`src/icache_settings.svh`:
```
`ifndef ICACHE_SETTINGS_SVH
`define ICACHE_SETTINGS_SVH

// cache geometry, all powers of two
`define ICACHE_SIZE_BYTES 1024

// bytes per line, at least two words
`define ICACHE_LINE_BYTES 32

// associativity, at least two ways
`define ICACHE_WAYS 2

// fetch and axi address width
`define ICACHE_ADDR_W 32

`endif
```
`src/icache_pkg.sv`:
```
`include "icache_settings.svh"

package icache_pkg;

    localparam int ADDR_W = `ICACHE_ADDR_W;
    localparam int WAYS = `ICACHE_WAYS;
    localparam int SETS = `ICACHE_SIZE_BYTES / (`ICACHE_LINE_BYTES * `ICACHE_WAYS);
    localparam int WORDS = `ICACHE_LINE_BYTES / 4;   // 32-bit words per line
    localparam int INDEX_W = $clog2(SETS);
    localparam int OFFSET_W = $clog2(`ICACHE_LINE_BYTES);
    localparam int WORD_W = OFFSET_W - 2;              // word select within a line
    localparam int TAG_W = ADDR_W - INDEX_W - OFFSET_W;
    localparam int WAY_W = $clog2(WAYS);
    localparam int AGE_W = $clog2(WAYS);               // rank 0 is least recent

    typedef struct packed {
        logic [ADDR_W-1:0] addr;      // byte address
    } fetch_req_t;

    typedef struct packed {
        logic [31:0] inst;
        logic        err;
    } fetch_resp_t;

    typedef struct packed {
        logic             valid;
        logic [TAG_W-1:0] tag;
    } tag_entry_t;

    typedef struct packed {
        logic [WORDS-1:0][31:0] words;   // word 0 at the line base
    } line_t;

    typedef struct packed {
        logic [ADDR_W-1:0] addr;      // line aligned
    } axi_ar_t;

    typedef enum logic [1:0] {
        OKAY   = 2'b00,
        SLVERR = 2'b10
    } axi_resp_t;

endpackage

```
`src/icache_lru.sv`:
```
`timescale 1ns/1ps

module icache_lru (
    input  logic                             clk,
    input  logic                             reset,
    input  logic                             touch,
    input  logic [icache_pkg::INDEX_W-1:0]   touch_index,
    input  logic [icache_pkg::WAY_W-1:0]     touch_way,
    input  logic [icache_pkg::INDEX_W-1:0]   victim_index,
    input  logic [icache_pkg::WAYS-1:0]      set_valid,
    output logic [icache_pkg::WAY_W-1:0]     victim_way
);

    // age rank per way, WAYS-1 is most recently used
    logic [icache_pkg::AGE_W-1:0] age [icache_pkg::SETS][icache_pkg::WAYS];
    logic [icache_pkg::AGE_W-1:0] touched_age;
    logic                         found_invalid;

    assign touched_age = age[touch_index][touch_way];

    always_ff @(posedge clk) begin
        if (reset) begin
            for (int s = 0; s < icache_pkg::SETS; s++) begin
                for (int w = 0; w < icache_pkg::WAYS; w++) begin
                    age[s][w] <= icache_pkg::AGE_W'(w);   // start ranked by way number
                end
            end
        end else if (touch) begin
            for (int w = 0; w < icache_pkg::WAYS; w++) begin
                if (icache_pkg::WAY_W'(w) == touch_way) begin
                    age[touch_index][w] <= icache_pkg::AGE_W'(icache_pkg::WAYS - 1);
                end else if (age[touch_index][w] > touched_age) begin
                    // ways that were newer shift down one rank
                    age[touch_index][w] <= age[touch_index][w] - 1'b1;
                end
            end
        end
    end

    always_comb begin
        victim_way = '0;
        found_invalid = 1'b0;
        // an empty way wins, lowest number first
        for (int w = 0; w < icache_pkg::WAYS; w++) begin
            if (!found_invalid && !set_valid[w]) begin
                victim_way = icache_pkg::WAY_W'(w);
                found_invalid = 1'b1;
            end
        end
        if (!found_invalid) begin
            for (int w = 0; w < icache_pkg::WAYS; w++) begin
                if (age[victim_index][w] == '0) begin
                    victim_way = icache_pkg::WAY_W'(w);   // least recently used
                end
            end
        end
    end

endmodule

```
`config.mk`:
```
export PLATFORM = sky130hd
export DESIGN_NAME = icache_lru
export DESIGN_NICKNAME = d
export VERILOG_FILES = /design/src/icache_pkg.sv /design/src/icache_lru.sv
export VERILOG_INCLUDE_DIRS = /design/src
export SDC_FILE = /design/constraint.sdc
export NUM_CORES = 1
export LEC_CHECK = 0
export ABC_AREA = 1
export BUFFER_PORTS_ARGS = -buffer_cell sky130_fd_sc_hd__buf_4
export CORE_UTILIZATION = 45
export DETAILED_ROUTE_END_ITERATION = 16
export GPL_TIMING_DRIVEN = 0
export PLACE_DENSITY = 0.76
export RECOVER_POWER = 25
export SYNTH_ARGS = -nofsm -noshare
export SYNTH_HDL_FRONTEND = slang
export SYNTH_SLANG_ARGS = --single-unit
```
`constraint.sdc`:
```
create_clock -name clk -period 2 [get_ports clk]
set_clock_uncertainty 0.15 [all_clocks]
set_input_delay 0.4 -clock clk [delete_from_list [all_inputs] [get_ports clk]]
set_output_delay 0.4 -clock clk [all_outputs]
set_load 0.05 [all_outputs]
```
==> key figures <==
Synthesis
  • Seq/Total Area, Yosys: 42.6%
  • Syn avg cell area: 6.89 sq um
  • Area of the mapped netlist: 0.00223 sq mm
  • Library cells used by synthesis: 26
  • FF+latch count, synth: 32
  • Cells after Synth: 324
  • YS warnings: 0
  • Post-synth net total: 338

Finish
  • FF/Latch Area: 952 sq um
  • Reg with most FFs: age
  • Fillers: 432
  • Ant. Diodes: 0
  • Layout Nets: 375
  • Largest register FFs: 32
  • Largest registers: age: 32 flops
  • Ratio of cells with drive above 1 in the final layout: 26.2%
  • Multi-input logic area: 0.00115 sq mm
  • Area grow syn2layout: 28.2%

Critical path
  • Worst-case reg-to-reg path depth: 12
  • CP top delay family: simple AND/OR/NAND/NOR gates
  • Critical Path RT: 1.85 ns
  • Slowest stage delay, CP: 0.17 ns
  • Crit-path cells: buf_8, buf_8, buf_12, nand2_2, nand2_2, nand2_1, nand2_1, nand2_1, nand2_2, nor2_4, nand3_4, nand2_4, clkbuf_16, nand2_2, nand2_1
  • Buf/Inv on CP: 4
  • Crit Reg-Reg Startpoint: age[10][0]
  • Critical path depth in cells: 15
  • Critical path type: primary input to flop
  • Slowest-stage cell, CP: clkbuf_16
  • CP startpoint kind: primary input
  • R2R Setup Slk: 0.02 ns
  • Critical Path AT: 1.87 ns
  • Critical Path End: age[2][1]
  • FF-to-FF End: age[2][1]
  • Crit. End Element: flop
  • Critical path fanouts, max: 8
  • Critical path origin: touch_index[0]

Detailed routing
  • Drt first pass iters: 5
  • DR vias/cell: 5.19
  • # DRC: 0
  • Drt wl/cell: 14.3 microns
  • Initial DRC Count: 163
  • WL final: 6160 microns
  • Via count: 2225
  • Routed Antenna Nets: 0

Timing
  • Endpoints failing setup: 6
  • Period Utilization, post-route: 101%
  • F_max: 496 MHz
  • RSZ-0062 raised after global routing: true
  • Final Hold Fails: 0
  • Slew Limit Headroom: 51.6%
  • PnR worst setup slack: -0.0172 ns
  • Fin. max-slew vios: 0
  • Pin slew with the least headroom to its limit: 0.726 ns
  • Post-layout min period: 2.02 ns

Place
  • Gpl congestion: 0.916
  • Port bufs: 13
  • Hpwl dp: 4140 microns
  • Pre-CTS setup slack: -0.326 ns

Floorplanning
  • Row cnt: 25
  • Initial Utilization: 46.9%
  • Die ar.: 0.00524 sq mm
  • Core box area: 0.00475 sq mm
  • Die W: 72.4 microns
  • Die Y: 72.4 microns
  • Top Ports: 15

Outcome
  • Status: complete, but fails checks
  • Failing checks: negative setup slack

Flow run
  • Max_cap viols: 0

GRT
  • Gr ovfl total: 0
  • Antenna violations before repair: 0
  • GR Util All Layers: 22.4%
  • Vias in the first global route: 1888
  • Largest net degree at the start of global routing: 11
  • First-pass GRT wire length: 8670 microns

Clock tree
  • Inserted Clock Buffers: 5
  • Clock latency on the worst-skew pair: 0.29 ns
  • CTS Buffer Depth: 2
  • Clock sink count: 32
  • Clock-pin slew on the worst setup and hold paths: 0.07 ns
  • Clk root buf: clkbuf_8
  • CTS tree: yes
  • # H-tree levels: 2

Worst hold path
  • Min-delay src: reset
  • Hold Path Class: primary input to flop

Power and ir drop
  • Power Density: 550 mW/mm^2
  • Pleak: 1.44 nW
  • Peak VDD IR: 0.367 mV
  • Total power draw: 1.57 mW
[placed cells by master, fill, tap and decap left out, drive strengths merged]
| cell type | count |
|---|---|
| and3 | 2 |
| clkbuf | 15 |
| edfxtp | 31 |
| o21ai | 8 |
| nand3 | 18 |
| dfxtp | 1 |
| nand3b | 1 |
| inv | 34 |
| nor2 | 31 |
| clkinv | 2 |
| a211oi | 1 |
| a31oi | 1 |
| buf | 35 |
| o22ai | 4 |
| clkinvlp | 1 |
| nand2 | 177 |
[kinds of logic after synthesis]
kind of cell / count (synthesis) / synth area share (%)
AND/OR/NAND/NOR: 229 / 42.8
flip-flops: 32 / 42.6
buffers and inverters: 49 / 11.0
AO/OA/AOI/OAI: 14 / 3.53
[cells in the mapped netlist]
library cell	count	area (sq um)
nand2_1	166	623
edfxtp_1	31	931
inv_1	30	113
nor2_1	29	109
nand3_1	16	80.1
nand2_2	9	56.3
o21ai_0	8	40.0
inv_2	5	18.8
clkbuf_1	4	15.0
o22ai_1	4	25.0
buf_6	3	33.8
and3_1	2	12.5
buf_12	2	40.0
buf_2	2	10.0
nand2_4	2	22.5
a211oi_1	1	7.51
a31oi_1	1	6.26
buf_1	1	3.75
buf_4	1	7.51
clkinv_1	1	3.75
dfxtp_1	1	20.0
nand3_2	1	10.0
nand3_4	1	17.5
nand3b_1	1	7.51
nor2_2	1	6.26
nor2_4	1	11.3
[routing by layer]
layer  wire (microns)  vias up  GRT usage, %
li1                 -     1077             -
met4              237        0          11.5
met1             2460     1004          27.7
met5                0        -             0
met2             3030      115          38.3
met3              431       29          2.78
[tightest hold or removal path, stage by stage]
cell	delay [ns]
buf_4	0.10
a211oi_1	0.04
a31oi_1	0.12
[worst min path at each step]
stage	slack, ns	cells past startpoint	end
3_5_place_dp	0.46	2	age[8][0]
6_report	0.26	3	age[8][0]
2_1_floorplan	0.36	2	age[8][0]
3_3_place_gp	0.44	2	age[8][0]
4_1_cts	0.26	3	age[8][0]
5_1_grt	0.29	3	age[8][0]
[power by group]
group / internal, mW / switching, mW
Sequential: 0.746 / 0.00526
Clock: 0.244 / 0.247
Combinational: 0.134 / 0.196
[per-stage QoR]
stage               util, %  instance area, sq um  setup TNS [ns]  std cells  hold WS [ns]
finish                 60.2                  2860         -0.0508        429         0.261
global route           60.2                  2860           -2.14        429         0.294
CTS                    53.0                  2520         -0.0240        413         0.261
detailed placement     50.8                  2420          -12.92        404         0.458
global placement       50.8                  2420          -11.72        404         0.440
floorplan                 -                  2240               0        324         0.363
[final cells by class]
cell class                      instances  area share [%]
Tap cell                               67            2.93
Buffer                                 13            4.37
Clock buffer                            7            2.67
Multi-Input combinational cell        243            40.3
Sequential cell                        32            33.3
Timing Repair Buffer                   30            11.0
Inverter                               36            5.25
Clock inverter                          1           0.175
[timing repair]
| action | 4_1_cts | 5_1_grt |
|---|---|---|
| setup endpoints to repair | 21 | 40 |
| pin swaps | 2 | 18 |
| gates cloned | 0 | 4 |
| setup buffers | 1 | 12 |
| hold buffers | 0 | 0 |
| gates resized for setup | 8 | 50 |
Power figures use the tool's default switching activity.
