$ cat src/icache_settings.svh
`ifndef ICACHE_SETTINGS_SVH
`define ICACHE_SETTINGS_SVH

// cache geometry, all powers of two
`define ICACHE_SIZE_BYTES 1024

// bytes per line, at least two words
`define ICACHE_LINE_BYTES 32

// associativity, at least two ways
`define ICACHE_WAYS 2

// fetch and axi address width
`define ICACHE_ADDR_W 32

`endif
$ cat src/icache_pkg.sv
`include "icache_settings.svh"

package icache_pkg;

    localparam int ADDR_W = `ICACHE_ADDR_W;
    localparam int WAYS = `ICACHE_WAYS;
    localparam int SETS = `ICACHE_SIZE_BYTES / (`ICACHE_LINE_BYTES * `ICACHE_WAYS);
    localparam int WORDS = `ICACHE_LINE_BYTES / 4;   // 32-bit words per line
    localparam int INDEX_W = $clog2(SETS);
    localparam int OFFSET_W = $clog2(`ICACHE_LINE_BYTES);
    localparam int WORD_W = OFFSET_W - 2;              // word select within a line
    localparam int TAG_W = ADDR_W - INDEX_W - OFFSET_W;
    localparam int WAY_W = $clog2(WAYS);
    localparam int AGE_W = $clog2(WAYS);               // rank 0 is least recent

    typedef struct packed {
        logic [ADDR_W-1:0] addr;      // byte address
    } fetch_req_t;

    typedef struct packed {
        logic [31:0] inst;
        logic        err;
    } fetch_resp_t;

    typedef struct packed {
        logic             valid;
        logic [TAG_W-1:0] tag;
    } tag_entry_t;

    typedef struct packed {
        logic [WORDS-1:0][31:0] words;   // word 0 at the line base
    } line_t;

    typedef struct packed {
        logic [ADDR_W-1:0] addr;      // line aligned
    } axi_ar_t;

    typedef enum logic [1:0] {
        OKAY   = 2'b00,
        SLVERR = 2'b10
    } axi_resp_t;

endpackage

$ cat src/icache_refill.sv
`timescale 1ns/1ps

module icache_refill (
    input  logic                            clk,
    input  logic                            reset,
    input  logic                            start,
    input  icache_pkg::axi_ar_t             start_ar,
    output logic [icache_pkg::ADDR_W-1:0]   axi_araddr,
    output logic                            axi_arvalid,
    input  logic                            axi_arready,
    input  logic                            axi_rvalid,
    output logic                            axi_rready,
    input  logic [31:0]                     axi_rdata,
    input  logic [1:0]                      axi_rresp,
    output logic                            done,
    output icache_pkg::line_t               line,
    output logic                            err
);

    logic [icache_pkg::WORD_W-1:0] beat_cnt;
    logic                          beat;
    logic                          last_beat;
    logic                          beat_err;

    assign beat = axi_rvalid && axi_rready;
    assign last_beat = beat_cnt == icache_pkg::WORD_W'(icache_pkg::WORDS - 1);
    assign beat_err = axi_rresp != icache_pkg::OKAY;   // any non-okay code

    // handshake and sequencing
    always_ff @(posedge clk) begin
        if (reset) begin
            axi_arvalid <= 1'b0;
            axi_rready <= 1'b0;
            done <= 1'b0;
            beat_cnt <= '0;
        end else begin
            done <= 1'b0;
            if (start) begin
                axi_arvalid <= 1'b1;
                beat_cnt <= '0;
            end
            if (axi_arvalid && axi_arready) begin
                axi_arvalid <= 1'b0;   // address taken
                axi_rready <= 1'b1;
            end
            if (beat) begin
                if (last_beat) begin
                    axi_rready <= 1'b0;
                    done <= 1'b1;
                end else begin
                    beat_cnt <= beat_cnt + 1'b1;
                end
            end
        end
    end

    // address, line buffer and error flag
    always_ff @(posedge clk) begin
        if (start) begin
            axi_araddr <= start_ar.addr;   // held until arready
            err <= 1'b0;
        end
        if (beat) begin
            line.words[beat_cnt] <= axi_rdata;
            if (beat_err) begin
                err <= 1'b1;   // one bad beat spoils the line
            end
        end
    end

endmodule

$ cat config.mk
export PLATFORM = sky130hd
export DESIGN_NAME = icache_refill
export DESIGN_NICKNAME = d
export VERILOG_FILES = /design/src/icache_pkg.sv /design/src/icache_refill.sv
export VERILOG_INCLUDE_DIRS = /design/src
export SDC_FILE = /design/constraint.sdc
export NUM_CORES = 1
export LEC_CHECK = 0
export BUFFER_PORTS_ARGS = -buffer_cell sky130_fd_sc_hd__clkbuf_2
export CORE_UTILIZATION = 30
export CTS_CLUSTER_DIAMETER = 80
export DETAILED_ROUTE_END_ITERATION = 6
export MAX_ROUTING_LAYER = met4
export PLACE_DENSITY = 0.64
export SLEW_MARGIN = 20
export SYNTH_ARGS = -nofsm -noshare
export SYNTH_HDL_FRONTEND = slang
export SYNTH_SLANG_ARGS = --single-unit
$ cat constraint.sdc
create_clock -name clk -period 4.1 [get_ports clk]
set_input_delay 0 -clock clk [delete_from_list [all_inputs] [get_ports clk]]
set_output_delay 0 -clock clk [all_outputs]
set_load 0.05 [all_outputs]
==> results.sh <==
export IMPL_coreArea_um2=29640
export IMPL_required_ps=4350
export IMPL_dr_pass1_iters=4
export IMPL_syn_avg_cell_area_um2=27.43
export IMPL_regToRegEndpoint="line[207]"
export IMPL_reg2reg_from="beat_cnt[2]"
export IMPL_hold_viol_final=0
export IMPL_ys_seq_area_frac=0.9739
export IMPL_p_leak_nw=5.092
export IMPL_ff2ff_path_depth=3
export IMPL_crit_type="flip-flop to flip-flop"
export IMPL_vias=5017
export IMPL_track_usage=0.1361
export IMPL_synth_cells=329
export IMPL_die_y_um=175.4
export IMPL_instances_no_fill=1218
export IMPL_powerDensity_nw_per_um2=473.5
export IMPL_path_depth=3
export IMPL_skew_ps=9.412
export IMPL_postRouteAntennaNets=0
export IMPL_die_x_um=175.4
export IMPL_syn_nets=402
export IMPL_ys_seq_elements=295
export IMPL_antenna_found_initial=1
export IMPL_slew_viol_final=0
export IMPL_grt_max_degree=38
export IMPL_slowest_delay_ps=570
export IMPL_port_buffers=362
export IMPL_fp_row_count=63
export IMPL_rsz0062_at_grt="false"
export IMPL_path_clk_slew_ps=60
export IMPL_clock_path_buffers=3
export IMPL_yosys_warnings=0
export IMPL_end_kind="flip-flop"
export IMPL_cp_top_family="simple AND/OR/NAND/NOR gates"
export IMPL_drc=0
export IMPL_viasPerCell=4.119
export IMPL_grt_pass1_vias=4985
export IMPL_cts_root_buf="clkbuf_16"
export IMPL_initial_core_util=0.3045
export IMPL_tns_ps=0
export IMPL_max_cap_violations=0
export IMPL_ios=363
export IMPL_cts_buffers=29
export IMPL_crit_fanout=20
export IMPL_h_tree_depth=1
export IMPL_wirelength_mm=21.30
export IMPL_maxSlewHeadroom=0.4095
export IMPL_setup_viol=0
export IMPL_drive_above_1_share=0.5139
export IMPL_fin_area_um2=13160
export IMPL_post_drt_wl_per_cell_um=17.49
export IMPL_insertion_delay_ps=550
export IMPL_worstHoldPathType="primary input to flip-flop"
export IMPL_cp_data_arrival_time_ps=2300
export IMPL_cp_startpoint="beat_cnt[2]"
export IMPL_vdd_drop_max_mv=0.3835
export IMPL_cp_slowest_cell="nor2_4"
export IMPL_dpl_cell_area_um2=11440
export IMPL_cts_sinks=295
export IMPL_cp_num_buf_inv=1
export IMPL_grt_pass1_wl_mm=30.33
export IMPL_finalCritPeriodShare=0.4995
export IMPL_synthToLayoutAreaGrowth_pct=45.88
export IMPL_dp_cells=1090
export IMPL_dieArea_um2=30780
export IMPL_gr_total_overflow=0
export IMPL_final_nets=878
export IMPL_status="complete, no violations"
export IMPL_cp_endpoint="line[207]"
export IMPL_crit_chain="nand3_1 -> nor2_4 -> buf_16"
export IMPL_holdWs_ps=165.5
export IMPL_tightestPinTransition_ps=885.7
export IMPL_yosysUniqueCellTypes=21
export IMPL_fmax_mhz=488.3
export IMPL_start_kind="flip-flop"
export IMPL_ff2ff_setup_slack_ps=2050
export IMPL_finalPower_mw=6.233
export IMPL_finalWeightedCongestion=0.7170
export IMPL_dpl_hpwl_mm=13.60
export IMPL_cts_tree="built"
export IMPL_period_needed_ps=2048
export IMPL_drtIter0Drc=312
export IMPL_syn_area_um2=9024
worst reg2reg max path: stages (launching register included):
cell and delay [ps]:
dfxtp_1 530, nand3_1 370, nor2_4 570, buf_16 240
cells by family after synthesis:
group,Yosys count,share of synthesized area
multiplexers,3,0.003466
buffers and inverters,2,0.001663
AO/OA/AOI/OAI,4,0.003051
AND/OR/NAND/NOR,23,0.01511
adder cells (fa/ha/maj),2,0.002773
flip-flops,295,0.9739
how the worst min path moves through the flow:
stage / from / endpoint / slack, ps / cells past startpoint
detailed placement: start_ar[0] / axi_araddr[0] / 180 / 1
floorplan: axi_arready / axi_arvalid / 100 / 1
CTS: start_ar[11] / axi_araddr[11] / 130 / 2
global route: start_ar[30] / axi_araddr[30] / 130 / 2
global placement: start_ar[0] / axi_araddr[0] / 180 / 1
finish: start_ar[30] / axi_araddr[30] / 170 / 2
state kept, by name, summed over array words and instances, names as in the netlist:
signal and count:
line 256, axi_araddr 32, beat_cnt 3, axi_arvalid 1, axi_rready 1, done 1
err 1
per-layer routing:
layer | vias to the layer above | track usage | wire length (um)
met2 | 274 | 0.2235 | 10260
met3 | 33 | 0.03312 | 1685
met5 | - | - | 0
li1 | 2288 | - | -
met1 | 2422 | 0.1671 | 8902
met4 | 0 | 0.03877 | 452
cell usage after synthesis (all sizes together):
cell type	count	area share
edfxtp	288	0.96
dfxtp	7	0.016
nor2	6	0.0025
nand2b	4	0.0033
nor3	4	0.0022
ha	2	0.0028
mux2i	2	0.0022
nand2	2	0.00083
nor3b	2	0.0017
or3b	2	0.0019
a211oi	1	0.00083
a21oi	1	0.00055
a311oi	1	0.00097
and3b	1	0.0014
buf	1	0.0012
inv	1	0.00042
mux2	1	0.0012
nand3	1	0.00055
nor4	1	0.00069
o22ai	1	0.00069
power breakdown:
| part | internal (mW) | total [mW] | switching (mW) |
|---|---|---|---|
| Sequential | 3.35 | 3.36 | 0.0127 |
| Clock | 1.49 | 2.57 | 1.07 |
| Combinational | 0.0945 | 0.303 | 0.208 |
cells in the final DEF, fill, tap and decap left out, drive strengths merged:
| master | netlist | final |
|---|---|---|
| and3b | 1 | 1 |
| clkinv | 0 | 11 |
| a21oi | 1 | 1 |
| clkbuf | 0 | 397 |
| a311oi | 1 | 1 |
| ha | 2 | 2 |
| mux2i | 2 | 2 |
| nor2 | 6 | 6 |
| nor4 | 1 | 1 |
| clkinvlp | 0 | 1 |
| o22ai | 1 | 1 |
| nor3b | 2 | 2 |
| bufinv | 0 | 3 |
| nand3 | 1 | 1 |
| or3b | 2 | 2 |
| diode | 0 | 1 |
| dlygate4sd3 | 0 | 71 |
| nand2 | 2 | 2 |
| dfxtp | 7 | 7 |
| edfxtp | 288 | 288 |
| buf | 1 | 13 |
| inv | 1 | 4 |
| a211oi | 1 | 1 |
| nand2b | 4 | 4 |
| nor3 | 4 | 4 |
| mux2 | 1 | 1 |
layout make-up:
class	instances	area, um^2
Clock buffer	35	748.2
Sequential cell	295	8788
Timing Repair Buffer	446	2673
Tap cell	390	488.0
Multi-Input combinational cell	32	277.8
Inverter	1	3.754
Clock inverter	18	182.7
Antenna cell	1	2.502
Fill cell	2547	16470
through the flow:
stage                 util  worst slack [ps]
floorplan                -             412.0
global placement    0.3861              1855
detailed placement  0.3861              1780
CTS                 0.4415              1740
global route        0.4441              1909
finish              0.4441              2052
timing repair:
action,in CTS,in global routing
setup endpoints to repair,0,0
hold buffers,71,0
gates resized for setup,0,0
setup buffers,0,0
endpoints found under the hold margin,295,0
No activity file was read; power rests on OpenSTA's default activity.
