<file path="config.mk">
export PLATFORM = sky130hd
export DESIGN_NAME = icache_way_array
export DESIGN_NICKNAME = d
export VERILOG_FILES = /design/src/icache_way_array.sv
export SDC_FILE = /design/constraint.sdc
export NUM_CORES = 1
export LEC_CHECK = 0
export BUFFER_PORTS_ARGS = -buffer_cell sky130_fd_sc_hd__buf_2
export CAP_MARGIN = 25
export CORE_ASPECT_RATIO = 0.6
export CORE_MARGIN = 4
export CORE_UTILIZATION = 39
export DETAILED_ROUTE_END_ITERATION = 8
export PLACE_DENSITY = 0.5
export SETUP_SLACK_MARGIN = 0.15
export SLEW_MARGIN = 20
export SYNTH_ARGS = -nofsm -noshare
export SYNTH_HDL_FRONTEND = slang
export SYNTH_SLANG_ARGS = --single-unit
</file>
<file path="constraint.sdc">
create_clock -name clk -period 4.75 [get_ports clk]
set_input_delay 0.475 -clock clk [delete_from_list [all_inputs] [get_ports clk]]
set_output_delay 0.475 -clock clk [all_outputs]
set_load 0.05 [all_outputs]
</file>
<file path="src/icache_way_array.sv">
`timescale 1ns/1ps

module icache_way_array #(
    parameter type entry_t = logic [31:0],
    parameter int ways = 2,
    parameter int sets = 16
) (
    input  logic                    clk,
    input  logic                    reset,
    input  logic [$clog2(sets)-1:0] rd_index,
    input  logic                    wr_en,
    input  logic [$clog2(sets)-1:0] wr_index,
    input  logic [$clog2(ways)-1:0] wr_way,
    input  entry_t                  wr_entry,
    output entry_t [ways-1:0]       rd_entries
);

    entry_t mem [sets][ways];

    always_ff @(posedge clk) begin
        if (reset) begin
            // cleared so every tag entry comes up invalid
            for (int s = 0; s < sets; s++) begin
                for (int w = 0; w < ways; w++) begin
                    mem[s][w] <= '0;
                end
            end
            rd_entries <= '0;
        end else begin
            if (wr_en) begin
                mem[wr_index][wr_way] <= wr_entry;
            end
            // all ways of the set, old data on a same-cycle write
            for (int w = 0; w < ways; w++) begin
                rd_entries[w] <= mem[rd_index][w];
            end
        end
    end

endmodule

</file>
==> flow_summary.yaml, run 1 <==
critical_path:
  critPathKind: "in -> reg"
  slowest_delay_ns: 0.75
  worst_r2r_path_depth: 4
  r2r_slack_ns: 2.69
  rr_endpoint: "rd_entries[61]"
  crit_fanout: 33
  startpoint_type: "primary input"
  cp-end-kind: "flip-flop"
  crit_chain: "buf_2, nor3b_2, nand2_1, nor2_2, buf_4, or2_2"
  arrival_ns: 3.06
  rr_startpoint: "mem[13][29]"
  crit_path_start: "reset"
  slowest_stage: "or2_2"
  required_ns: 5.08
global_routing:
  grt_max_degree: 65
  groute.usage.overall_pct: 24.09
  grt_pass1_vias: 27180
  gr-total-overflow: 0
  grt_pass1_wl_um: 217900
  antenna_found_initial: 34
pwr:
  cellLeakagePower_nw: 20.39
  power_density_nw_per_um2: 401.6
  vdd_ir_drop_max_uv: 298.4
die:
  die_x_um: 462.4
  start_util_pct: 39.52
  core_um2: 122300
  die_h_um: 280.6
  rows: 99
  die_area_um2: 129800
  io_pins: 108
place:
  dp_slack_ns: 1.376
  port_buffers: 107
  hpwl_um: 97430
  gp_congestion: 0.8499
clocking:
  cts_tree: "yes"
  cts_inserted_buffers: 105
  ctsResizeCount: 0
  htreeDepth: 3
  path_clk_slew_ns: 0.07
  cts-hold-fix-buffers: 0
  post_cts_buffers: 0
  clockRootBuffer: "clkbuf_16"
  clkLatencyLatePin_ns: 0.73
  clk_path_buf_depth: 3
  clock_sinks: 1088
cells_and_area:
  syn_to_final_growth_pct: 11.59
  layout_common_cells: "1024 x and2_1, 1024 x edfxtp_1, 504 x mux2i_1"
  multi_input_area_um2: 14890
  fin_nets: 3507
  fillers: 10860
  drive_gt1_share_pct: 12.38
  seqCellArea_um2: 32030
timing:
  period_needed_ns: 2.728
  post-route-period-util_pct: 57.43
  setup_viol_count_final: 0
  slew_headroom_pct: 25.78
  hold_viol: 0
  rsz0062_at_grt: "false"
  final.setup_skew_ns: 0.03362
  max_freq_ghz: 0.3666
  slew_violations: 0
  tightest_slew_ns: 1.113
  setup_tns_ns: 0
  fin_ws_ns: 2.022
job:
  drv_cap: 0
drt:
  routedWlPerCell_um: 30.57
  dr.pass1.iters: 5
  postRouteAntennaNets: 0
  drc: 0
  vias: 28470
  drt-vias-per-instance: 5.488
  wirelength_um: 158600
  drtIter0Drc: 3791
synth:
  syn_nets: 3521
  synth_top_family_by_area: "simple AND/OR/NAND/NOR gates"
  ys_types: 29
  ys_ff_latch: 1088
  synthAdderAreaFrac_pct: 0
  synth_compound_area_share_pct: 4.776
  ys_warn_count: 0
  synth-xor-area-share_pct: 0
  syn-instance-count: 3477
  yosys.area_share.simple_pct: 15.18
  syn-cell-area_um2: 48310
  synth_seq_area_share_pct: 66.30
  synth_mux_area_share_pct: 10.63
  syn_area_per_cell_um2: 13.89
min_path:
  min_path_type: "in -> reg"
  worst_hold_path.endpoint: "mem[0][43]"
  hold_start: "wr_entry[11]"
  whs_path_depth: 2
run_status:
  outcome: "completed"
worst max path at each step:
stage | cells past startpoint | slack (ns) | endpoint
after floorplan | 4 | 2.77 | mem[13][32]
after global placement | 6 | 1.34 | mem[6][58]
after detailed placement | 6 | 1.38 | mem[6][46]
after CTS | 6 | 2.13 | mem[6][32]
after global routing | 6 | 1.95 | mem[6][32]
final | 6 | 2.02 | mem[6][44]
final cells by class:
| cell class | count | area share [%] |
|---|---|---|
| Clock buffer | 151 | 5.591 |
| Multi-Input combinational cell | 2063 | 27.62 |
| Timing Repair Buffer | 204 | 2.813 |
| Sequential cell | 1088 | 59.42 |
| Antenna cell | 18 | 0.08355 |
| Tap cell | 1616 | 3.751 |
| Clock inverter | 47 | 0.7195 |
| Inverter | 1 | 0.006963 |
stage by stage:
step | utilization, % | cell area [µm²] | cells | power (mW) | hold slack [ns]
3_5_place_dp | 41.24 | 50420 | 4970 | 13.42 | 0.7264
4_1_cts | 44.02 | 53820 | 5168 | 21.76 | 0.2841
5_1_grt | 44.06 | 53870 | 5172 | 22.29 | 0.3157
6_report | 44.09 | 53910 | 5188 | 21.65 | 0.3308
2_1_floorplan | - | 48310 | 3477 | 12.43 | 0.6109
3_3_place_gp | 41.15 | 50310 | 4965 | 13.38 | 0.7286
routing by layer:
| metal | track usage (%) | wire length [µm] | share of wire [%] | up-vias |
|---|---|---|---|---|
| met2 | 34.43 | 67120 | 42 | 1198 |
| li1 | - | - | - | 12460 |
| met3 | 6.356 | 15840 | 10 | 149 |
| met1 | 37.02 | 73280 | 46 | 14660 |
| met5 | 0 | 9 | 0.0057 | - |
| met4 | 4.145 | 2344 | 1.5 | 2 |
critical path, delay by kind of cell:
family / cells / cell delay (ns)
simple gates: 4 / 1.85
buf+inv: 2 / 0.67
logic make-up after synthesis:
group           Yosys count
flops                  1088
simple gates           1237
buf+inv                 326
mux                     508
compound gates          318
state kept, by name, indices dropped and copies added, names as in the netlist:
name,cells
rd_entries,64
mem,1024
cells in the mapped netlist:
cell type  number  area share, %
clkbuf_2       26           0.27
and2_1       1025             13
nand2_1       132            1.0
buf_2          42           0.44
nor2_1         32           0.25
o22ai_1        62           0.80
o21ai_1         1          0.010
mux2i_1       504             10
inv_1           1         0.0078
o31ai_1         1          0.016
nor2b_1         5          0.065
buf_1           2          0.016
a22oi_1       248            3.9
or2_2          33           0.43
nor2_2          2          0.026
nand2b_1        3          0.039
o21ai_0         2          0.021
clkbuf_1      218            1.7
and3b_1         1          0.018
a221oi_1        3          0.054
or2_0           1          0.013
edfxtp_1     1024             64
buf_6          15           0.35
buf_4          22           0.34
a22o_1          1          0.018
mux4_2          4           0.19
nand3_1         2          0.021
nor3b_2         1          0.026
dfxtp_1        64            2.7
where the power goes:
| group | total, mW | switching [mW] | internal, mW | leakage, nW |
|---|---|---|---|---|
| combinational | 2.05 | 1.56 | 0.489 | 8.44 |
| clock | 8.42 | 3.78 | 4.65 | 1.68 |
| sequential | 11.2 | 0.167 | 11.0 | 10.3 |
| total | 21.7 | 5.50 | 16.1 | 20.4 |
No activity file was read; power rests on OpenSTA's default activity.
==> run 2, diff against run 1 <==
ABC_AREA = 1   (was unset)
PLACE_DENSITY = 0.52   (was 0.5)
clock period = 2.3 ns   (was 4.75 ns; I/O delays follow)
==> flow_summary.yaml, run 2 <==
run_status:
  outcome: "completed"
timing:
  post-route-period-util_pct: 79.78
  slew_headroom_pct: 53.75
  max_freq_ghz: 0.5449
  setup_viol_count_final: 0
  final.setup_skew_ns: 0.02514
  hold_ws_ns: 0.1010
  rsz0062_at_grt: "false"
  hold_viol: 0
  tightest_slew_ns: 0.6937
  slew_violations: 0
  period_needed_ns: 1.835
  setup_tns_ns: 0
global_routing:
  antenna_found_initial: 11
  grt_max_degree: 64
  grt_pass1_wl_um: 240500
  grt_pass1_vias: 34780
  groute.usage.overall_pct: 24.37
  gr-total-overflow: 0
drt:
  drt-vias-per-instance: 5.133
  postRouteAntennaNets: 0
  drtIter0Drc: 4159
  vias: 36960
  drc: 0
  wirelength_um: 163500
  routedWlPerCell_um: 22.71
  dr.pass1.iters: 8
cells_and_area:
  reg_top3: "mem x1024, rd_entries x64"
  layout_common_cells: "1567 x nand2_1, 1038 x nor2_1, 1024 x edfxtp_1"
  fin_nets: 5462
  final_common_cell: "nand2_1"
  largest_register_ffs: 1024
  drive_gt1_share_pct: 9.436
  top_register: "mem"
  stdcell_count: 7199
  fillers: 11910
  syn_to_final_growth_pct: 13.48
clocking:
  path_clk_slew_ns: 0.06
  cts_inserted_buffers: 106
  htreeDepth: 3
  clockRootBuffer: "clkbuf_16"
  clk_path_buf_depth: 3
  clkLatencyLatePin_ns: 0.72
  cts_tree: "yes"
  clock_sinks: 1088
die:
  io_pins: 108
  die_x_um: 467.9
  die_area_um2: 132900
  die_h_um: 284.0
  core_um2: 125000
  rows: 100
  start_util_pct: 39.60
synth:
  synth-edff-count: 1024
  syn_area_per_cell_um2: 9.147
  ys_types: 15
  async_flop_share_pct: 0
  synth_flop_cell: "edfxtp_1"
  synth_top_cell_by_area: "edfxtp_1"
  synth_seq_area_share_pct: 64.71
  syn-instance-count: 5412
  ys_warn_count: 0
  syn-cell-area_um2: 49500
  syn_nets: 5456
  ys_ff_latch: 1088
  synth_common_cells: "1595 x nand2_1, 1038 x nor2_1, 1024 x edfxtp_1, 641 x nand3_1, 548 x inv_1"
  synth_area_leaders: "edfxtp_1 62%, nand2_1 12%, nor2_1 7.9%"
  synth_top_area_share_pct: 62.12
  yosysMostFrequentCell: "nand2_1"
critical_path:
  required_ns: 2.07
  cp_num_buf_inv: 1
  cp-end-kind: "primary output"
  slowest_delay_ns: 0.54
  crit_fanout: 1
  arrival_ns: 1.61
  crit_chain: "buf_2"
  critPathKind: "reg -> out"
  crit_family: "flip-flops"
  startpoint_type: "flip-flop"
  slowest_stage: "dfxtp_1"
pwr:
  fin_total_pwr_mw: 45.10
  power_density_nw_per_um2: 802.8
  cellLeakagePower_nw: 24.45
  vdd_ir_drop_max_uv: 553.2
place:
  hpwl_um: 94350
  gp_congestion: 0.8055
  dp_cells: 6991
  port_buffers: 107
min_path:
  min_path_type: "in -> reg"
job:
  drv_cap: 0
## run 2: cell count changes after synthesis, moves of 504 or more
cell,before,now
nand2_1,132,1595
and2_1,1025,0
nor2_1,32,1038
nand3_1,2,641
inv_1,1,548
mux2i_1,504,0
## run 2: layer usage
metal	routed length, µm	GRT usage (%)	part of all wire [%]	up-vias
met5	23	0	0.014	-
met4	3729	6.096	2.3	4
met3	14720	5.019	9.0	209
met2	68200	34.54	42	1497
met1	76790	37.80	47	18050
li1	-	-	-	17190
## run 2: layout make-up
| cell class | instances | area (µm²) | share of cell area (%) |
|---|---|---|---|
| Antenna cell | 5 | 12.51 | 0.02227 |
| Clock buffer | 147 | 2958 | 5.265 |
| Clock inverter | 54 | 462.9 | 0.8241 |
| Inverter | 554 | 2100 | 3.737 |
| Multi-Input combinational cell | 3355 | 13590 | 24.19 |
| Sequential cell | 1088 | 32030 | 57.02 |
| Tap cell | 1683 | 2106 | 3.748 |
| Timing Repair Buffer | 313 | 2919 | 5.196 |
## run 2: stage by stage
stage / area (µm²) / util [%] / setup WS [ns]
after floorplan: 49500 / - / 0.1634
final: 56180 / 44.94 / 0.4650
after global placement: 52720 / 42.18 / 0.2809
after global routing: 56180 / 44.94 / 0.3534
after detailed placement: 52720 / 42.18 / 0.2593
after CTS: 56160 / 44.93 / 0.4131
## run 2: kinds of logic after synthesis
logic type	share of synthesized area (%)
buffers and inverters	7.987
AOI/OAI and AO/OA	0.6471
and+or+nand+nor	26.66
DFF	64.71
## run 2: final timing paths
| check | startpoint | endpoint | slack (ns) | cells after the start |
|---|---|---|---|---|
| hold / removal | rd_index[1] | rd_entries[36] | 0.10 | 5 |
| hold reg to reg | mem[1][16] | rd_entries[48] | 0.73 | 6 |
| setup / recovery | rd_entries[7] | rd_entries[7] | 0.46 | 1 |
| setup reg to reg | mem[5][30] | rd_entries[62] | 1.03 | 6 |
## run 2: what timing repair did
action | 4_1_cts | 5_1_grt
hold buffers | 2 | 0
hold endpoints to repair | 8 | 0
setup buffers | 0 | 0
gates resized for setup | 0 | 0
## run 2: power by group
group / internal, mW / leakage, nW / total, mW / switching [mW]
combinational: 1.16 / 12.5 / 4.44 / 3.28
clock: 9.78 / 1.70 / 17.6 / 7.85
sequential: 22.7 / 10.3 / 23.0 / 0.333
total: 33.6 / 24.4 / 45.1 / 11.5
