==> src/icache_settings.svh <==
`ifndef ICACHE_SETTINGS_SVH
`define ICACHE_SETTINGS_SVH

// cache geometry, all powers of two
`define ICACHE_SIZE_BYTES 1024

// bytes per line, at least two words
`define ICACHE_LINE_BYTES 32

// associativity, at least two ways
`define ICACHE_WAYS 2

// fetch and axi address width
`define ICACHE_ADDR_W 32

`endif
==> src/icache_pkg.sv <==
`include "icache_settings.svh"

package icache_pkg;

    localparam int ADDR_W = `ICACHE_ADDR_W;
    localparam int WAYS = `ICACHE_WAYS;
    localparam int SETS = `ICACHE_SIZE_BYTES / (`ICACHE_LINE_BYTES * `ICACHE_WAYS);
    localparam int WORDS = `ICACHE_LINE_BYTES / 4;   // 32-bit words per line
    localparam int INDEX_W = $clog2(SETS);
    localparam int OFFSET_W = $clog2(`ICACHE_LINE_BYTES);
    localparam int WORD_W = OFFSET_W - 2;              // word select within a line
    localparam int TAG_W = ADDR_W - INDEX_W - OFFSET_W;
    localparam int WAY_W = $clog2(WAYS);
    localparam int AGE_W = $clog2(WAYS);               // rank 0 is least recent

    typedef struct packed {
        logic [ADDR_W-1:0] addr;      // byte address
    } fetch_req_t;

    typedef struct packed {
        logic [31:0] inst;
        logic        err;
    } fetch_resp_t;

    typedef struct packed {
        logic             valid;
        logic [TAG_W-1:0] tag;
    } tag_entry_t;

    typedef struct packed {
        logic [WORDS-1:0][31:0] words;   // word 0 at the line base
    } line_t;

    typedef struct packed {
        logic [ADDR_W-1:0] addr;      // line aligned
    } axi_ar_t;

    typedef enum logic [1:0] {
        OKAY   = 2'b00,
        SLVERR = 2'b10
    } axi_resp_t;

endpackage

==> src/icache_ctrl.sv <==
`timescale 1ns/1ps

module icache_ctrl (
    input  logic                                          clk,
    input  logic                                          reset,
    input  logic                                          req_valid,
    input  icache_pkg::fetch_req_t                        req,
    input  icache_pkg::tag_entry_t [icache_pkg::WAYS-1:0] tag_rd,
    input  icache_pkg::line_t [icache_pkg::WAYS-1:0]      line_rd,
    input  logic [icache_pkg::WAY_W-1:0]                  victim_way,
    input  logic                                          refill_done,
    input  icache_pkg::line_t                             refill_line,
    input  logic                                          refill_err,
    output logic [icache_pkg::INDEX_W-1:0]                rd_index,
    output logic                                          wr_en,
    output logic [icache_pkg::INDEX_W-1:0]                wr_index,
    output logic [icache_pkg::WAY_W-1:0]                  wr_way,
    output icache_pkg::tag_entry_t                        wr_tag,
    output icache_pkg::line_t                             wr_line,
    output logic                                          touch,
    output logic [icache_pkg::INDEX_W-1:0]                touch_index,
    output logic [icache_pkg::WAY_W-1:0]                  touch_way,
    output logic [icache_pkg::WAYS-1:0]                   set_valid,
    output logic                                          refill_start,
    output icache_pkg::axi_ar_t                           refill_ar,
    output logic                                          resp_valid,
    output icache_pkg::fetch_resp_t                       resp
);

    typedef enum logic [1:0] {
        S_IDLE,
        S_LOOKUP,    // array read under way
        S_COMPARE,
        S_REFILL
    } state_t;

    state_t                         state;
    icache_pkg::fetch_req_t         req_q;
    logic [icache_pkg::TAG_W-1:0]   req_tag;
    logic [icache_pkg::INDEX_W-1:0] req_index;
    logic [icache_pkg::WORD_W-1:0]  word_sel;
    logic                           hit;
    logic [icache_pkg::WAY_W-1:0]   hit_way;
    logic [icache_pkg::WAYS-1:0]    valid_q;
    logic                           install;

    assign req_tag = req_q.addr[icache_pkg::ADDR_W-1 -: icache_pkg::TAG_W];
    assign req_index = req_q.addr[icache_pkg::OFFSET_W +: icache_pkg::INDEX_W];
    assign word_sel = req_q.addr[2 +: icache_pkg::WORD_W];

    always_comb begin
        hit = 1'b0;
        hit_way = '0;
        for (int w = 0; w < icache_pkg::WAYS; w++) begin
            if (tag_rd[w].valid && tag_rd[w].tag == req_tag) begin
                hit = 1'b1;
                hit_way = icache_pkg::WAY_W'(w);
            end
        end
    end

    // install only a clean line
    assign install = (state == S_REFILL) && refill_done && !refill_err;

    assign rd_index = req_index;
    assign wr_en = install;
    assign wr_index = req_index;
    assign wr_way = victim_way;
    assign wr_tag = '{valid: 1'b1, tag: req_tag};
    assign wr_line = refill_line;
    assign touch = ((state == S_COMPARE) && hit) || install;
    assign touch_index = req_index;
    assign touch_way = (state == S_COMPARE) ? hit_way : victim_way;
    assign set_valid = valid_q;
    assign refill_start = (state == S_COMPARE) && !hit;   // arvalid follows next edge
    assign refill_ar.addr = {req_q.addr[icache_pkg::ADDR_W-1:icache_pkg::OFFSET_W],
                             {icache_pkg::OFFSET_W{1'b0}}};

    always_ff @(posedge clk) begin
        if (reset) begin
            state <= S_IDLE;
            resp_valid <= 1'b0;
        end else begin
            resp_valid <= 1'b0;
            case (state)
                S_IDLE: begin
                    if (req_valid) begin
                        state <= S_LOOKUP;
                    end
                end
                S_LOOKUP: state <= S_COMPARE;
                S_COMPARE: begin
                    if (hit) begin
                        resp_valid <= 1'b1;   // two cycles after the request
                        state <= S_IDLE;
                    end else begin
                        state <= S_REFILL;
                    end
                end
                S_REFILL: begin
                    if (refill_done) begin
                        resp_valid <= 1'b1;
                        state <= S_IDLE;
                    end
                end
                default: state <= S_IDLE;
            endcase
        end
    end

    always_ff @(posedge clk) begin
        if (state == S_IDLE && req_valid) begin
            req_q <= req;
        end
        if (state == S_COMPARE) begin
            for (int w = 0; w < icache_pkg::WAYS; w++) begin
                valid_q[w] <= tag_rd[w].valid;   // kept for victim choice
            end
            resp.inst <= line_rd[hit_way].words[word_sel];
            resp.err <= 1'b0;
        end else if (state == S_REFILL) begin
            resp.inst <= refill_line.words[word_sel];   // straight from the buffer
            resp.err <= refill_err;
        end
    end

endmodule

==> config.mk <==
export PLATFORM = sky130hd
export DESIGN_NAME = icache_ctrl
export DESIGN_NICKNAME = d
export VERILOG_FILES = /design/src/icache_pkg.sv /design/src/icache_ctrl.sv
export VERILOG_INCLUDE_DIRS = /design/src
export SDC_FILE = /design/constraint.sdc
export NUM_CORES = 1
export LEC_CHECK = 0
export ABC_CLOCK_PERIOD_IN_PS = 7600
export BUFFER_PORTS_ARGS = -buffer_cell sky130_fd_sc_hd__buf_2
export CORE_AREA = 2 2 480 482
export CTS_CLUSTER_DIAMETER = 150
export CTS_CLUSTER_SIZE = 10
export DETAILED_ROUTE_END_ITERATION = 10
export DIE_AREA = 0 0 482 484
export GPL_TIMING_DRIVEN = 0
export SLEW_MARGIN = 25
export SYNTH_ARGS = -nofsm -noshare
export SYNTH_HDL_FRONTEND = slang
export SYNTH_SLANG_ARGS = --single-unit
==> constraint.sdc <==
create_clock -name clk -period 7.6 [get_ports clk]
set_input_delay 0.76 -clock clk [delete_from_list [all_inputs] [get_ports clk]]
set_output_delay 0.76 -clock clk [all_outputs]
set_load 0.01 [all_outputs]
==> flow_metrics.env, run 1 <==
export IMPL_leakage_uw=0.0107
export IMPL_max_clock_freq_mhz=164
export IMPL_r2r_setup_slack_ns=1.72
export IMPL_pin_count=1219
export IMPL_grt_use_total_pct=16.9
export IMPL_dieArea_mm2=0.233
export IMPL_tritoncts="yes"
export IMPL_drv_slew=0
export IMPL_netlist_instances=1453
export IMPL_most_common_layout_cells="1,243 x buf_2, 338 x buf_4, 166 x nand2_1"
export IMPL_p_comb_share_pct=55.9
export IMPL_grt_pass1_wl_mm=240
export IMPL_numClockSinks=68
export IMPL_postCtsSetupBuffers=0
export IMPL_cts_root_buf="clkbuf_16"
export IMPL_holdCritStartpoint="req[17]"
export IMPL_status="finished, final reports clean"
export IMPL_yosys_most_used_dff="edfxtp_1"
export IMPL_r2r_start="req_q[13]$_DFFE_PP_"
export IMPL_antenna_found_initial=191
export IMPL_synth_edf_count=64
export IMPL_synth_seq_area_share_pct=16.5
export IMPL_grt_pass1_vias=17300
export IMPL_start_util_pct=5.32
export IMPL_place_ws_ns=1.36
export IMPL_gpl_final_weighted_congestion=1.22
export IMPL_ir_drop_mv=0.118
export IMPL_hold_path_class="input port to register"
export IMPL_cts_path_max_buffers=2
export IMPL_p_int_uw=1250
export IMPL_slowest_delay_ns=1.07
export IMPL_p_per_area_mw_per_mm2=102
export IMPL_cts_resized=0
export IMPL_hold_path_end="req_q[17]$_DFFE_PP_"
export IMPL_switching_share_pct=47.4
export IMPL_utilization_pct=10.2
export IMPL_min_period_over_period_pct=80.2
export IMPL_portBuffers=1210
export IMPL_cp_required_ns=6.84
export IMPL_wl_mm=206
export IMPL_cp_arrival_ns=5.34
export IMPL_cts_made_buffers=9
export IMPL_coreArea_mm2=0.229
export IMPL_hold_viol_final=0
export IMPL_rsz0062_at_grt="no"
export IMPL_fin_ws_ns=1.50
export IMPL_postRouteAntennaNets=0
export IMPL_overflow=0
export IMPL_cpMostUsedCell="buf_2"
export IMPL_power_switching_uw=1130
export IMPL_synth_cell_type_count=38
export IMPL_ys_warn_count=0
export IMPL_hold_depth=1
export IMPL_num_vias=18600
export IMPL_async_reset_ff_share_pct=0
export IMPL_synth_seq_cells=68
export IMPL_cts_hold_buf=0
export IMPL_first_pass_iters=6
export IMPL_path_cells="xnor2_1 > nand4_1 > nor2_1 > clkbuf_2 > nand2_1 > buf_2 > clkbuf_1 > o21ai_0 > buf_2"
export IMPL_crit_family="buffers and inverters"
export IMPL_critPathSlowestCell="edfxtp_1"
export IMPL_drive_gt1_share_pct=65.0
export IMPL_die_w_um=482
export IMPL_reg2regPathDepth=9
export IMPL_slew_limit_headroom_pct=13.0
export IMPL_drc=0
export IMPL_placed_cell_area_mm2=0.0227
export IMPL_p_seq_share_pct=20.0
export IMPL_min_period_ns=6.10
export IMPL_crit_type="register to output pin"
export IMPL_fp_row_count=176
export IMPL_dp_hpwl_mm=191
export IMPL_fin_skew_ns=0.0814
export IMPL_insertion_delay_ns=0.48
export IMPL_worst_pin_slew_ns=1.29
export IMPL_p_clk_share_pct=24.2
export IMPL_clk_pin_slew_ns=0.15
export IMPL_synth_top_area_share_pct=20.1
export IMPL_syn_area_mm2=0.0122
export IMPL_cp_end_kind="output pin"
export IMPL_cap_violations=0
export IMPL_syn2layout_area_growth_pct=91.4
export IMPL_h_tree_depth=3
export IMPL_setup_viol=0
export IMPL_wl_per_cell_um=35.1
export IMPL_synth_top_area_cell="buf_4"
export IMPL_drt_iter0_drc=1584
export IMPL_syn_area_per_cell_um2=8.37
export IMPL_cp_max_fo=10
export IMPL_synth_area_leaders="buf_4 20%, edfxtp_1 16%, mux4_2 12%, a211oi_1 6.0%, a21boi_0 5.9%"
export IMPL_rr_endpoint="resp[25]$_DFFE_PP_"
export IMPL_die_height_um=484
export IMPL_final_area_mm2=0.0233
export IMPL_final_common_cell="buf_2"
export IMPL_startpoint_type="register"
export IMPL_grt_max_degree=29
export IMPL_crit_buf_inv=4
export IMPL_fin_nets=3569
export IMPL_vias_per_cell=3.17
## metal layers
| layer | up-vias | GRT usage [%] | share of wire, % |
|---|---|---|---|
| li1 | 7759 | - | - |
| met1 | 8668 | 16.8 | 34 |
| met2 | 1655 | 31.3 | 52 |
| met3 | 467 | 5.07 | 8.3 |
| met4 | 72 | 8.94 | 5.9 |
| met5 | - | 0 | 0.24 |
## worst register-to-register path: cells and delay by family (launching register included)
| family | cells | cell delay [ns] |
|---|---|---|
| AOI/OAI and AO/OA | 3 | 1.85 |
| and+or+nand+nor | 3 | 1.44 |
| DFF | 1 | 1.07 |
| buffers and inverters | 2 | 1.01 |
| xor gates and xnor gates | 1 | 0.25 |
## per-stage QoR
| step | hold slack, ns | TNS, ns | power (uW) | std cells |
|---|---|---|---|---|
| floorplan | 0.487 | 0 | 958 | 1457 |
| finish | 0.438 | 0 | 2380 | 5869 |
| global placement | 0.464 | -0.591 | 1810 | 5693 |
| detailed placement | 0.460 | 0 | 1850 | 5730 |
| global route | 0.419 | 0 | 2500 | 5818 |
| CTS | 0.397 | 0 | 2450 | 5746 |
## registers in the layout (all words and copies together), names as in the netlist
| signal | count |
|---|---|
| resp_valid | 1 |
| state | 2 |
| resp | 33 |
| set_valid | 2 |
| req_q | 30 |
## Yosys cell counts (3+ instances only)
cell type	count
xor2_1	8
and2_1	4
o21ai_0	35
mux2i_1	64
mux4_2	64
or3_1	32
dfxtp_1	4
nand3_1	66
o41ai_1	32
xnor2_1	38
nor3_1	32
buf_2	20
and3_1	32
mux2_2	33
clkbuf_1	94
a41o_1	32
nor2_1	37
buf_1	14
nor4_1	3
nand2_1	166
a21boi_0	96
a22oi_1	32
inv_1	3
buf_4	326
edfxtp_1	64
a211oi_1	97
nand4_1	10
## cells by family after synthesis
| family | share of synthesized area (%) |
|---|---|
| buffers and inverters | 24.5 |
| AND/OR/NAND/NOR | 15.1 |
| AO/OA/AOI/OAI | 20.4 |
| multiplexers | 20.2 |
| flip-flops | 16.5 |
| XOR/XNOR | 3.31 |
| other | 0.0617 |
## layout make-up
class / instances / area, um^2
Sequential cell: 68 / 2000
Clock inverter: 7 / 82.6
Buffer: 455 / 3010
Multi-Input combinational cell: 931 / 7370
Inverter: 3 / 11.3
Clock buffer: 9 / 225
Timing Repair Buffer: 1247 / 6480
Antenna cell: 123 / 308
Tap cell: 3026 / 3790
Fill cell: 26900 / 205000
## how the worst max path moves through the flow
stage,endpoint,depth (start not counted),start
5_1_grt,touch_way,9,req_q[13]$_DFFE_PP_
3_3_place_gp,resp[15]$_DFFE_PP_,9,tag_rd[44]
6_report,touch_way,9,req_q[13]$_DFFE_PP_
4_1_cts,touch_way,9,req_q[13]$_DFFE_PP_
3_5_place_dp,resp[25]$_DFFE_PP_,10,tag_rd[44]
2_1_floorplan,req_q[10]$_DFFE_PP_,1,req_valid
## power groups by stage
stage | registers (uW) | logic, uW | clock network [uW]
after floorplan | 477 | 481 | 0
after global placement | 488 | 1320 | 0
after detailed placement | 484 | 1360 | 0
after CTS | 476 | 1370 | 611
after global routing | 478 | 1400 | 615
final | 475 | 1330 | 576
Note: power is estimated with default switching activity, not from simulation.
==> run 2, diff against run 1 <==
--- a/config.mk
+++ b/config.mk
@@ -6,13 +6,13 @@
 export SDC_FILE = /design/constraint.sdc
 export NUM_CORES = 1
 export LEC_CHECK = 0
-export ABC_CLOCK_PERIOD_IN_PS = 7600
+export ABC_CLOCK_PERIOD_IN_PS = 5700
 export BUFFER_PORTS_ARGS = -buffer_cell sky130_fd_sc_hd__buf_2
-export CORE_AREA = 2 2 480 482
+export CORE_AREA = 2 2 470 472
 export CTS_CLUSTER_DIAMETER = 150
 export CTS_CLUSTER_SIZE = 10
 export DETAILED_ROUTE_END_ITERATION = 10
-export DIE_AREA = 0 0 482 484
+export DIE_AREA = 0 0 472 474
 export GPL_TIMING_DRIVEN = 0
 export SLEW_MARGIN = 25
 export SYNTH_ARGS = -nofsm -noshare
==> constraint.sdc (replaced) <==
create_clock -name clk -period 5.7 [get_ports clk]
set_input_delay 0.57 -clock clk [delete_from_list [all_inputs] [get_ports clk]]
set_output_delay 0.57 -clock clk [all_outputs]
set_load 0.01 [all_outputs]
==> flow_metrics.env, run 2 (synthesized netlist as in run 1, its figures left out) <==
export IMPL_regArea_mm2=0.00200
export IMPL_syn2layout_area_growth_pct=90.3
export IMPL_postCtsSetupBuffers=0
export IMPL_largestRegisters="resp (33), req_q (30)"
export IMPL_worst_pin_slew_ns=1.26
export IMPL_cp_max_fo=10
export IMPL_setup_viol=0
export IMPL_max_clock_freq_mhz=176
export IMPL_die_w_um=472
export IMPL_drv_slew=0
export IMPL_drt_iter0_drc=1619
export IMPL_tritoncts="yes"
export IMPL_grt_max_degree=26
export IMPL_cp_arrival_ns=5.90
export IMPL_num_vias=18600
export IMPL_first_pass_iters=8
export IMPL_wl_per_cell_um=35.9
export IMPL_start_util_pct=5.56
export IMPL_fp_row_count=172
export IMPL_vias_per_cell=3.25
export IMPL_rsz0062_at_grt="no"
export IMPL_slew_limit_headroom_pct=15.0
export IMPL_ir_drop_mv=0.158
export IMPL_postRouteAntennaNets=0
export IMPL_cts_made_buffers=9
export IMPL_cts_root_buf="clkbuf_16"
export IMPL_total_power_uw=3110
export IMPL_grt_pass1_wl_mm=239
export IMPL_drive_gt1_share_pct=65.6
export IMPL_pin_count=1219
export IMPL_multi_input_area_mm2=0.00741
export IMPL_insertion_delay_ns=0.45
export IMPL_cp_required_ns=5.90
export IMPL_coreArea_mm2=0.219
export IMPL_dp_hpwl_mm=192
export IMPL_fill_cells=25800
export IMPL_final_common_cell="buf_2"
export IMPL_p_per_area_mw_per_mm2=134
export IMPL_leakage_uw=0.0108
export IMPL_regMostFlops="resp"
export IMPL_most_common_layout_cells="1,246 x buf_2, 338 x buf_4, 166 x nand2_1"
export IMPL_fin_nets=3569
export IMPL_clk_pin_slew_ns=0.12
export IMPL_numClockSinks=68
export IMPL_fin_skew_ns=0.0532
export IMPL_wl_mm=206
export IMPL_min_period_ns=5.69
export IMPL_status="finished, final reports clean"
export IMPL_cp_end_kind="register"
export IMPL_startpoint_type="register"
export IMPL_grt_use_total_pct=17.5
export IMPL_crit_type="register to register"
export IMPL_h_tree_depth=3
export IMPL_cts_resized=0
export IMPL_cts_hold_buf=0
export IMPL_die_height_um=474
export IMPL_dieArea_mm2=0.224
export IMPL_hold_path_class="input port to register"
export IMPL_holdWs_ns=0.279
export IMPL_portBuffers=1210
export IMPL_drc=0
export IMPL_min_period_over_period_pct=99.9
export IMPL_overflow=0
export IMPL_largest_register_ffs=33
export IMPL_grt_pass1_vias=17600
export IMPL_gpl_final_weighted_congestion=1.05
export IMPL_cap_violations=0
export IMPL_antenna_found_initial=203
export IMPL_cts_path_max_buffers=2
export IMPL_hold_viol_final=0
==> run 2: report_power, final <==
part           switching (uW)  internal, uW
Combinational            1060           727
Sequential               41.5           594
Clock                     333           347
==> run 2: through the flow <==
| step | TNS, ns | instance area, um^2 | worst slack, ns | utilization, % | std cells |
|---|---|---|---|---|---|
| 2_1_floorplan | 0 | 12200 | 2.44 | - | 1457 |
| 3_3_place_gp | -39.96 | 21800 | -2.61 | 9.98 | 5538 |
| 3_5_place_dp | 0 | 22500 | 0.139 | 10.3 | 5575 |
| 4_1_cts | 0 | 22800 | 0.0410 | 10.4 | 5591 |
| 5_1_grt | 0 | 23100 | 0.195 | 10.5 | 5692 |
| 6_report | 0 | 23100 | 0.00606 | 10.6 | 5724 |
==> run 2: final cells by class <==
class,count,share of cell area [%]
diodes,133,1.44
plain buffers,455,13.1
clock buffers,9,0.973
clock inverters,7,0.362
inverters,3,0.0486
multi-input cells,931,32.0
flip-flops and latches,68,8.65
well taps,2871,15.5
repair buffers,1247,27.9
==> run 2: per-layer routing <==
layer | vias up | wire length (um) | global-route usage (%)
met2 | 1495 | 105000 | 32.3
met5 | - | 841 | 1.10
met4 | 74 | 13500 | 9.71
met1 | 8865 | 67600 | 17.2
met3 | 398 | 18600 | 5.74
li1 | 7763 | - | -
==> run 2: worst max-delay path: stages, from the launching register on <==
cell,delay (ns)
edfxtp_1,0.86
xnor2_1,0.19
nand4_1,0.44
nor2_1,0.92
and2_1,0.23
buf_2,0.24
buf_2,0.44
buf_2,0.50
a211oi_1,0.15
o41ai_1,1.03
a41o_1,0.37
==> run 2: final timing paths <==
check                  startpoint                   end  slack [ns]  depth (start not counted)
max           req_q[13]$_DFFE_PP_    resp[24]$_DFFE_PP_       0.006                         10
min reg2reg  resp[0]$_SDFFE_PP0P_  resp[0]$_SDFFE_PP0P_        0.48                          2
max reg2reg   req_q[13]$_DFFE_PP_    resp[24]$_DFFE_PP_       0.006                         10
min                       req[14]   req_q[14]$_DFFE_PP_        0.28                          1
==> run 3, diff against run 2 <==
--- a/config.mk
+++ b/config.mk
@@ -8,11 +8,11 @@
 export LEC_CHECK = 0
 export ABC_CLOCK_PERIOD_IN_PS = 5700
 export BUFFER_PORTS_ARGS = -buffer_cell sky130_fd_sc_hd__buf_2
-export CORE_AREA = 2 2 470 472
+export CORE_AREA = 3 3 471 473
 export CTS_CLUSTER_DIAMETER = 150
 export CTS_CLUSTER_SIZE = 10
 export DETAILED_ROUTE_END_ITERATION = 10
-export DIE_AREA = 0 0 472 474
+export DIE_AREA = 0 0 474 476
 export GPL_TIMING_DRIVEN = 0
 export SLEW_MARGIN = 25
 export SYNTH_ARGS = -nofsm -noshare
==> flow_metrics.env, run 3 (synthesized netlist as in run 1, its figures left out) <==
export IMPL_fin_nets=3570
export IMPL_dr_wl_met3_mm=16.3
export IMPL_top_layer_used="met5"
export IMPL_clk_pin_slew_ns=0.10
export IMPL_final_common_cell="buf_2"
export IMPL_cts_hold_buf=0
export IMPL_p_per_area_mw_per_mm2=136
export IMPL_min_period_ns=5.37
export IMPL_ir_drop_mv=0.149
export IMPL_drive_gt1_share_pct=65.4
export IMPL_worst_pin_slew_ns=1.09
export IMPL_gpl_final_weighted_congestion=0.993
export IMPL_vias_per_cell=3.26
export IMPL_fp_row_count=171
export IMPL_postRouteAntennaNets=0
export IMPL_portBuffers=1210
export IMPL_grt_max_degree=33
export IMPL_hold_path_class="input port to register"
export IMPL_drt_iter0_drc=1521
export IMPL_min_period_over_period_pct=94.1
export IMPL_hold_depth=1
export IMPL_cp_end_kind="output pin"
export IMPL_die_w_um=474
export IMPL_grt_pass1_vias=17800
export IMPL_numClockSinks=68
export IMPL_antenna_found_initial=210
export IMPL_cp_required_ns=5.13
export IMPL_drv_slew=0
export IMPL_wl_mm=206
export IMPL_hold_viol_final=0
export IMPL_coreArea_mm2=0.217
export IMPL_cts_root_buf="clkbuf_16"
export IMPL_first_pass_iters=5
export IMPL_r2r_start="req_q[10]$_DFFE_PP_"
export IMPL_die_height_um=476
export IMPL_rsz0062_at_grt="no"
export IMPL_final_area_mm2=0.0231
export IMPL_cp_max_fo=10
export IMPL_placed_cell_area_mm2=0.0225
export IMPL_drc=0
export IMPL_grt_pass1_wl_mm=238
export IMPL_wl_per_cell_um=36.2
export IMPL_startpoint_type="register"
export IMPL_most_common_layout_cells="1,245 x buf_2, 342 x buf_4, 166 x nand2_1"
export IMPL_leakage_uw=0.0108
export IMPL_cap_violations=0
export IMPL_overflow=0
export IMPL_r2r_setup_slack_ns=0.44
export IMPL_wl_met2_mm=106
export IMPL_cts_made_buffers=9
export IMPL_rr_endpoint="resp[24]$_DFFE_PP_"
export IMPL_dieArea_mm2=0.226
export IMPL_start_util_pct=5.60
export IMPL_largestRegisters="resp (33), req_q (30)"
export IMPL_insertion_delay_ns=0.42
export IMPL_syn2layout_area_growth_pct=89.8
export IMPL_utilization_pct=10.6
export IMPL_crit_type="register to output pin"
export IMPL_max_clock_freq_mhz=186
export IMPL_holdWs_ns=0.312
export IMPL_hold_path_end="req_q[13]$_DFFE_PP_"
export IMPL_cts_path_max_buffers=2
export IMPL_holdCritStartpoint="req[13]"
export IMPL_num_vias=18500
export IMPL_regMostFlops="resp"
export IMPL_setup_viol=0
export IMPL_dp_hpwl_mm=191
export IMPL_cp_arrival_ns=4.80
export IMPL_routedLengthMet1_mm=72.2
export IMPL_h_tree_depth=3
export IMPL_grt_use_total_pct=17.3
export IMPL_largest_register_ffs=33
export IMPL_pin_count=1219
export IMPL_fin_skew_ns=0.0317
export IMPL_reg2regPathDepth=10
export IMPL_slew_limit_headroom_pct=27.2
export IMPL_tritoncts="yes"
export IMPL_status="finished, final reports clean"
[run 3: cell types whose count changed in the layout (fill, tap and decap cells not counted), moves of 3 or more]
cell	delta
clkbuf_1	+6
diode_2	-32
clkbuf_2	-5
buf_4	+4
buf_16	+3
buf_6	-5
[run 3: where the power goes]
| group | leakage, uW | total (uW) | internal, uW | switching [uW] |
|---|---|---|---|---|
| sequential | 0.000637 | 634 | 594 | 40.0 |
| combinational | 0.0100 | 1790 | 730 | 1060 |
| clock | 0.000151 | 723 | 388 | 335 |
| total | 0.0108 | 3140 | 1710 | 1430 |
[run 3: worst max-delay path by stage]
stage                                   start                   to  cells after the start
after floorplan                     req_valid  req_q[10]$_DFFE_PP_                      1
after global placement    req_q[17]$_DFFE_PP_    resp[3]$_DFFE_PP_                      9
after detailed placement  req_q[13]$_DFFE_PP_   resp[21]$_DFFE_PP_                     10
after CTS                 req_q[10]$_DFFE_PP_   resp[21]$_DFFE_PP_                     10
after global routing      req_q[10]$_DFFE_PP_            touch_way                      9
final                     req_q[10]$_DFFE_PP_            touch_way                      9
[run 3: final cells by class]
type | count | area, um^2
tap | 2854 | 3570
buffer | 455 | 3020
inverter | 3 | 11.3
multi-input combinational | 931 | 7410
antenna | 101 | 253
clock inverter | 5 | 85.1
clock buffer | 11 | 233
sequential | 68 | 2000
timing repair buffer | 1248 | 6510
fill | 25600 | 194000
[run 3: critical path, stage by stage (launching register included)]
cell,delay (ns)
edfxtp_1,0.90
xnor2_1,0.19
nand4_1,0.56
nor2_2,0.58
clkbuf_2,0.53
nand2_1,0.20
buf_2,0.32
clkbuf_1,0.53
o21ai_0,0.32
buf_2,0.17
[run 3: per-stage QoR]
stage,TNS (ns),power (uW),instances,setup WS (ns)
after global routing,0,3300,5638,0.103
after CTS,0,3260,5575,0.0450
final,0,3140,5676,0.335
after global placement,-37.81,2430,5521,-1.70
after detailed placement,-0.193,2470,5557,-0.161
after floorplan,0,1280,1457,2.44
[run 3: what timing repair did]
action | CTS | global route
resized for setup | 1 | 0
setup endpoints to repair | 8 | 0
setup buffers | 2 | 0
[run 3: metal layers]
metal | vias up | track usage (%)
li1 | 7726 | -
met1 | 8849 | 17.9
met2 | 1451 | 31.9
met3 | 386 | 5.14
met4 | 88 | 8.10
met5 | - | 0
